--- src/icache_settings.svh ---
// Cache geometry and prefetch limits shared by the cache RTL and its testbench
`ifndef ICACHE_SETTINGS_SVH
`define ICACHE_SETTINGS_SVH

`define ICACHE_IDX_BITS        7                     // log2 of the line count
`define ICACHE_TAG_BITS        22                    // Address bits 31 to 10
`define ICACHE_LINES           (1 << `ICACHE_IDX_BITS)

// Lines the prefetcher may run ahead of the fetch address
`define ICACHE_PREFETCH_DEPTH  4

`define MEM_TAGS               16                    // Tag 0 means no transaction

`endif

--- src/mem_bus_pkg.sv ---
// Memory bus types, imported by every block that talks to the tagged memory port
`default_nettype none

`include "icache_settings.svh"

package mem_bus_pkg;

  typedef enum logic [1:0] {
    BUS_NONE = 2'h0,                                 // Idle bus
    BUS_LOAD = 2'h1                                  // Read one line
  } bus_command_t;

  typedef logic [$clog2(`MEM_TAGS)-1:0] mem_tag_t;   // Zero means no transaction

  typedef logic [63:0] bus_addr_t;                   // Byte address
  typedef logic [63:0] bus_data_t;                   // One memory word, one cache line

endpackage

`default_nettype wire

--- src/prefetch_counter.sv ---
// Prefetch line address and its distance from the fetch address
`timescale 1ns/1ps
`default_nettype none

`include "icache_settings.svh"

module prefetch_counter import mem_bus_pkg::*; (
  input  logic      clock,
  input  logic      reset,
  input  logic      load,
  input  logic      advance,
  input  bus_addr_t load_addr,
  input  bus_addr_t fetch_addr,
  output bus_addr_t prefetch_addr,
  output logic      window_full
);

  bus_addr_t   fetch_line;
  bus_addr_t   byte_distance;
  logic [60:0] line_distance;
  logic        behind;

  assign fetch_line    = {fetch_addr[63:3], 3'b000};
  assign byte_distance = prefetch_addr - fetch_line;  // Wraps negative when behind
  assign line_distance = byte_distance[63:3];
  assign behind        = byte_distance[63];

  assign window_full = behind || (line_distance >= `ICACHE_PREFETCH_DEPTH);

  always_ff @(posedge clock)
  begin
    if (reset)
    begin
      prefetch_addr <= '0;
    end
    else if (load)
    begin
      prefetch_addr <= {load_addr[63:3], 3'b000};     // Restart on the fetch line
    end
    else if (advance)
    begin
      prefetch_addr <= prefetch_addr + 64'd8;         // Next line
    end
  end

endmodule

`default_nettype wire

--- config.mk ---
export PLATFORM = sky130hd
export DESIGN_NAME = prefetch_counter
export DESIGN_NICKNAME = d
export VERILOG_FILES = /design/src/mem_bus_pkg.sv /design/src/prefetch_counter.sv
export VERILOG_INCLUDE_DIRS = /design/src
export SDC_FILE = /design/constraint.sdc
export NUM_CORES = 1
export LEC_CHECK = 0
export BUFFER_PORTS_ARGS = -buffer_cell sky130_fd_sc_hd__clkbuf_2
export CAP_MARGIN = 25
export CORE_MARGIN = 2
export CORE_UTILIZATION = 43
export CTS_BUF_LIST = sky130_fd_sc_hd__clkbuf_2 sky130_fd_sc_hd__clkbuf_4 sky130_fd_sc_hd__clkbuf_8
export DETAILED_ROUTE_END_ITERATION = 10
export PLACE_DENSITY_LB_ADDON = 0.15
export SLEW_MARGIN = 10
export SYNTH_ARGS = -nofsm -noshare
export SYNTH_HDL_FRONTEND = slang
export SYNTH_SLANG_ARGS = --single-unit
export TNS_END_PERCENT = 20
--- constraint.sdc ---
create_clock -name clock -period 4.65 [get_ports clock]
set_input_delay 0.465 -clock clock [delete_from_list [all_inputs] [get_ports clock]]
set_output_delay 0.465 -clock clock [all_outputs]
set_load 0.05 [all_outputs]
* After elaboration in Yosys (flattened, before gate mapping)
Index checks and enable logic that the tools add are counted.
Cells by class: add/sub/neg operators 2, order comparisons 1, muxes and demuxes 2, reduce and logical (&&, ||, !) cells 3
Operators with widths (count):
- 64-bit 2-to-1 mux | 2
- 64-bit by 4-bit adder with 64-bit output (second input constant) | 1
- 64-bit subtractor | 1
- 61-bit by 3-bit greater-or-equal comparator with 1-bit output (second input constant) | 1
- 2-bit nonzero test | 1
- 2-bit OR reduction | 1
- 1-bit logical OR | 1
Storage, ports and cells: register bits 64, input bits 132, output and inout port bits 65, logic and storage cells 10

* Longest topological paths before layout
Gate-level depths: netlist of run 1.
depth after elaboration 3, gate-level depth with buffers 14, gate-level depth less buffers 13

* Worst setup path after synthesis of run 1
Ideal clock, no wire load.
kind register to output, start point register prefetch_addr[42], end point output port window_full, arrival 3.845 ns, data required time 4.185 ns, slack 0.340 ns, stages on the path, launching flop included 14, path buffers 2, path through dfxtp_1 > ha_1 > buf_6 > and4_4 > buf_6 > and2_4 > a22o_1 > or3_1 > a311o_1 > or3_1 > a221oi_2 > o2111ai_1 > nor4_1 > nand4_1
Between the ends: longest elaborated chain between the ends 3
Ends and longest elaborated chain:
- from (decl) | line prefetch_counter.sv:14 | output bus_addr_t prefetch_addr,
- from (signal assigned) | line prefetch_counter.sv:38 | prefetch_addr <= {load_addr[63:3], 3'b000};
- from (signal assigned) | line prefetch_counter.sv:42 | prefetch_addr <= prefetch_addr + 64'd8;
- 64-bit subtractor * | line prefetch_counter.sv:24 | assign byte_distance = prefetch_addr - fetch_line;
- 61-bit by 3-bit greater-or-equal comparator with 1-bit output (no line)
- 1-bit logical OR * | line prefetch_counter.sv:28 | assign window_full = behind || (line_distance >= `ICACHE_PREFETCH_DEPTH);
- to (decl) | line prefetch_counter.sv:15 | output logic window_full
Every way passes the cells marked *; elsewhere a longest branch is shown, timed or not.

* Final worst setup path of run 1
start point register prefetch_addr[12], end point output port window_full
The elaborated chain is that of the path after synthesis.

==> metrics.cfg, run 1 <==
[outcome]
status=finished, final reports clean

[clock_tree]
htreeDepth=3
cts.path.max_buffers=2
cts_tree=done
cts_buffers=9
clockRootBuffer=clkbuf_8
clock-sinks=61
insertion_delay_ps=350
clkTransAtPathRegs_ps=70
cts_hold_buf=0

[logic_synthesis]
syn-cell-area_mm2=0.007866
synth_area_per_cell_um2=6.627
ys_warn_count=0
yosysSeqAreaShare_pct=15.52
synth-seq-cells=61
ys_async_sr_fraction_pct=0
ys.flop_type=dfxtp_1
ys_types=76
synth-edff-count=0
syn_inst=1187

[drt]
drc=0
drt-total-wl_mm=29.67
vias=9392
ant_nets=0
dr.pass1.iters=6
drtIter0Drc=850
wire_per_inst_um=18.52
viasPerCell=5.863

[sta]
setup_viol=0
rsz0062_at_grt=false
finClkSkew_ps=9.440
fin_crit_ps=4420
final.setup.tns_ps=0
post-route-period-util_pct=95.05
worst_pin_slew_ps=819.1
fin_ws_ps=230.2
hold_viol=0
max_freq_ghz=0.2263
slew_headroom_pct=45.40
drv_slew=0

[setup_path]
path_class=reg2out
crit_fanout=7
worst_setup_path_start_kind=register
cp.required_ps=4180
crit_arrival_ps=3950
crit_path_end_kind=output pin

[cells_and_area]
antenna_cells=0
regArea_mm2=0.001225
final_core_util_pct=52.98
finalNonFillerCells=1602
top_regs=prefetch_addr x61
multi_input_area_mm2=0.006215
largest_register_ffs=61
area_growth_pct=20.98
fin_nets=1562
drive_gt1_share_pct=21.05
fill_cells=1872
regMostFlops=prefetch_addr

[floorplanning]
dieArea_mm2=0.01939
core_area_mm2=0.01796
die_x_um=139.3
die_y_um=139.3
boundaryPins=197
initial_core_util_pct=43.79
num_rows=49

[power_and_ir_drop]
pwr-share-comb_pct=44.8
power_leakage_uw=0.004390
p_per_area_mw_per_mm2=220.8
p_sw_share_pct=41.79
peakVddDrop_v=0.0001922
p_clk_share_pct=26.4
power_switching_uw=878.1
internal_power_uw=1223
seqPwrFrac_pct=28.7

[global_route]
gr-total-overflow=0
antenna_found_initial=1
use_met2_pct=42.11
grt_pass1_vias=8498
grt_pass1_wl_mm=45.41
grt_use_met1_pct=43.84
grt_use_total_pct=29.19
gr-usage-met3_pct=5.403
grt_max_degree=68
grt_most_used_layer=met1

[place]
place_congestion=0.9645
post-place-ws_ps=289.4
port_buffers=187
dp_cells=1582
place_hpwl_mm=24.34

[worst_hold_path]
hold_path_class=in2reg

[run]
maxCapViolations=0

-- placed cells by master, fill, tap and decap left out, types with 4 or more instances in the layout --
master     netlist  layout
clkbuf_2         0     185
nor2_1         153     153
a21oi_1        146     136
nand2_1        127     127
inv_1           80      80
o21ai_0         64      62
ha_1            61      58
dfxtp_1         61      58
xnor2_1         46      46
buf_4            3      43
nand3_1         41      41
nand4_1         41      41
xor2_1          38      38
and3_1          23      23
a21o_1          20      20
nor3_1          20      20
or3_1           16      16
o21a_1          12      12
and4_1          11      11
clkbuf_8         0      11
mux2i_1         10      10
and2_1           9       9
a21oi_2          0       9
o211ai_1         9       9
a211oi_1        10       9
o21bai_1         8       8
nand2b_1         7       7
o31ai_1          8       7
o21ai_1          4       6
a31oi_1          6       6
o221ai_1         5       5
o2111ai_1        5       5
nor4_1           9       5
nor4_2           0       4
a21boi_0         5       4
-- power by group through the flow --
stage	sequential (uW)	clock [uW]	combinational [uW]
2_1_floorplan	704	0	520
3_3_place_gp	612	0	899
3_5_place_dp	613	0	901
4_1_cts	601	568	905
5_1_grt	607	587	1020
6_report	603	556	942
-- worst paths after layout --
path / from / endpoint / slack, ps / depth (start not counted)
worst max register to register: prefetch_addr[14] / prefetch_addr[43] / 1320 / 11
worst max-delay path: prefetch_addr[12] / window_full / 230 / 12
worst min-delay path: load_addr[7] / prefetch_addr[7] / 340 / 3
worst min register to register: prefetch_addr[60] / prefetch_addr[60] / 600 / 2
-- repair_timing --
| item | 4_1_cts | 5_1_grt |
|---|---|---|
| setup buffers | 0 | 4 |
| gates resized for setup | 0 | 36 |
| endpoints found under the setup margin | 0 | 1 |
-- logic make-up after synthesis --
logic type,Yosys count,synth area share (%)
compound gates,348,27.64
other cells,1,0.04767
mux,11,1.416
fa+ha+maj,62,9.957
buf+inv,142,7.142
xor+xnor,84,9.353
flops,61,15.52
simple gates,478,28.92
-- cell usage after synthesis (4+ instances only) --
library cell | instances | area [um^2]
a211oi_1 | 10 | 75.07
a21boi_0 | 5 | 37.54
a21o_1 | 20 | 150.1
a21oi_1 | 146 | 730.7
a31oi_1 | 6 | 37.54
and2_1 | 9 | 56.30
and3_1 | 23 | 143.9
and4_1 | 11 | 96.34
clkbuf_1 | 52 | 195.2
dfxtp_1 | 61 | 1221
ha_1 | 61 | 763.2
inv_1 | 80 | 300.3
mux2i_1 | 10 | 100.1
nand2_1 | 127 | 476.7
nand2b_1 | 7 | 43.79
nand3_1 | 41 | 205.2
nand4_1 | 41 | 256.5
nor2_1 | 153 | 574.3
nor3_1 | 20 | 100.1
nor4_1 | 9 | 56.30
o2111ai_1 | 5 | 43.79
o211ai_1 | 9 | 67.56
o21a_1 | 12 | 90.09
o21ai_0 | 64 | 320.3
o21ai_1 | 4 | 20.02
o21bai_1 | 8 | 60.06
o221ai_1 | 5 | 43.79
o31ai_1 | 8 | 60.06
or3_1 | 16 | 100.1
xnor2_1 | 46 | 402.9
xor2_1 | 38 | 332.8
-- worst max-delay path, stage by stage (launching register included) --
cell and delay (ps):
dfxtp_1 500, ha_1 380, a21oi_1 300, o21a_1 190, o211a_1 250, o22ai_2 120
o211ai_1 400, nand3_1 210, nor4b_1 230, a2111oi_1 420, xnor2_1 230, nand4_1 140
clkbuf_4 240
-- stage by stage --
step	hold slack [ps]	instance area [um^2]	power, uW
floorplan	607.7	7874	1224
global placement	577.6	9128	1511
detailed placement	584.8	9128	1513
CTS	321.5	9356	2074
global route	341.2	9517	2216
finish	342.9	9517	2101
-- area by class of cell --
class,count,area share [%]
clock inverters,4,0.7363
clock buffers,12,1.670
repair buffers,230,13.25
multi-input cells,986,65.30
inverters,80,3.155
well taps,229,3.011
flip-flops and latches,61,12.87
-- routing by layer --
metal  vias up  share of wire [%]
met1      4291                 48
met4         2                2.3
met3        50                8.3
met5         -              0.057
li1       4625                  -
met2       424                 42
Note: power is estimated with default switching activity, not from simulation.
==> run 2: changes to the inputs <==
--- a/config.mk
+++ b/config.mk
@@ -12,6 +12,7 @@
 export CORE_UTILIZATION = 43
 export CTS_BUF_LIST = sky130_fd_sc_hd__clkbuf_2 sky130_fd_sc_hd__clkbuf_4 sky130_fd_sc_hd__clkbuf_8
 export DETAILED_ROUTE_END_ITERATION = 10
+export GPL_TIMING_DRIVEN = 0
 export PLACE_DENSITY_LB_ADDON = 0.15
 export SLEW_MARGIN = 10
 export SYNTH_ARGS = -nofsm -noshare
==> metrics.cfg, run 2 (same netlist as run 1, synthesis figures left out) <==
[place]
place_congestion=0.9804
port_buffers=184
post-place-ws_ps=-159.0
dp_cells=1602
dpl_cell_area_mm2=0.009081
place_hpwl_mm=24.90

[cells_and_area]
final_common_cell=clkbuf_2
final_cell_mix=clkbuf_2, nor2_1, nand2_1, a21oi_1, inv_1
antenna_cells=0
fin_nets=1578
drive_gt1_share_pct=21.77
top_regs=prefetch_addr x61
largest_register_ffs=61
final_area_mm2=0.009657
regMostFlops=prefetch_addr
finalNonFillerCells=1616
area_growth_pct=22.76

[setup_path]
crit_top_cell=nand4_1
r2r-end=prefetch_addr[51]
reg2reg_slack_ps=1330
startpoint=prefetch_addr[40]
cp.required_ps=4180
max_stage_delay_ps=720
crit_fanout=7
cp_cell_sequence=ha_1, inv_1, o31ai_1, a21oi_1, o221ai_1, o311ai_0, a22oi_1, nand4_1, nor4_2, nand4_1, buf_6
path_class=reg2out
crit_path_end_kind=output pin
cp-endpoint=window_full
r2r_cells=10
worst_setup_path_start_kind=register
rr_startpoint=prefetch_addr[14]
crit_arrival_ps=3990
cp_slowest_cell=o31ai_1

[clock_tree]
insertion_delay_ps=350
clock-sinks=61
cts.path.max_buffers=2
clockRootBuffer=clkbuf_8
cts_buffers=9
cts_hold_buf=0
cts_tree=done
htreeDepth=3
clkTransAtPathRegs_ps=70

[floorplanning]
dieArea_mm2=0.01939
die_y_um=139.3
core_area_mm2=0.01796
num_rows=49
initial_core_util_pct=43.79
boundaryPins=197
die_x_um=139.3

[sta]
slew_headroom_pct=45.91
final.setup.tns_ps=0
fin_crit_ps=4457
worst_pin_slew_ps=804.4
hold_viol=0
fin_ws_ps=193.1
max_freq_ghz=0.2244
drv_slew=0
finClkSkew_ps=8.864
rsz0062_at_grt=false
post-route-period-util_pct=95.85
setup_viol=0

[drt]
drtIter0Drc=977
dr.pass1.iters=7
viasPerCell=5.959
drc=0
drt-total-wl_mm=30.32
wire_per_inst_um=18.76
vias=9629
ant_nets=0

[power_and_ir_drop]
power_leakage_uw=0.004332
peakVddDrop_v=0.0001906
p_per_area_mw_per_mm2=213.5
p_total_uw=2061

[outcome]
status=finished, final reports clean

[global_route]
grt_pass1_wl_mm=45.80
gr-total-overflow=0
antenna_found_initial=0
grt_pass1_vias=8560
grt_max_degree=11
grt_use_total_pct=29.53

[worst_hold_path]
hold_path_class=in2reg

[run]
maxCapViolations=0

[run 2: changes by cell type in the layout (fill, tap and decap cells not counted), sizes merged]
cell    delta
buf       -20
bufinv     -1
clkbuf    +37
clkinv     -2
[run 2: critical path, delay by kind of cell, from the launching register on]
kind / cells / cell delay (ps)
adder cells (fa/ha/maj): 1 / 450
buffers and inverters: 2 / 330
AND/OR/NAND/NOR: 3 / 640
AO/OA/AOI/OAI: 5 / 1860
flip-flops: 1 / 360
[run 2: worst min-delay path by stage]
stage / startpoint / to / cells past startpoint
3_3_place_gp: prefetch_addr[60] / prefetch_addr[60] / 2
5_1_grt: load_addr[44] / prefetch_addr[44] / 3
6_report: load_addr[3] / prefetch_addr[3] / 3
2_1_floorplan: load_addr[4] / prefetch_addr[4] / 2
4_1_cts: load_addr[15] / prefetch_addr[15] / 3
3_5_place_dp: prefetch_addr[60] / prefetch_addr[60] / 2
[run 2: per-layer routing]
metal	up-vias	global-route usage (%)	routed length [um]
met5	-	0	0
li1	4641	-	-
met1	4456	44.05	13920
met2	472	43.47	12850
met4	0	10.85	980
met3	60	3.372	2563
[run 2: layout make-up]
| cell class | count | area (um^2) |
|---|---|---|
| fillers | 1865 | 8307 |
| multi-input cells | 986 | 6379 |
| flip-flops and latches | 61 | 1249 |
| repair buffers | 198 | 1032 |
| inverters | 80 | 300.3 |
| well taps | 229 | 286.5 |
| plain buffers | 48 | 207.7 |
| clock buffers | 13 | 172.7 |
| clock inverters | 1 | 30.03 |
[run 2: power breakdown]
| group | switching, uW | internal, uW | total, uW |
|---|---|---|---|
| Clock | 210 | 292 | 502 |
| Combinational | 619 | 326 | 945 |
| Sequential | 60.4 | 554 | 615 |
| Total | 889 | 1170 | 2060 |
[run 2: through the flow]
step	hold slack, ps	util, %
global route	341.3	53.76
global placement	578.9	50.55
detailed placement	586.0	50.55
finish	339.3	53.76
CTS	336.2	52.15
floorplan	607.7	-
[run 2: repair_timing]
action / in CTS / in global routing
setup endpoints to repair: 1 / 1
setup buffers: 2 / 12
pin swaps: 4 / 15
gates resized for setup: 16 / 73
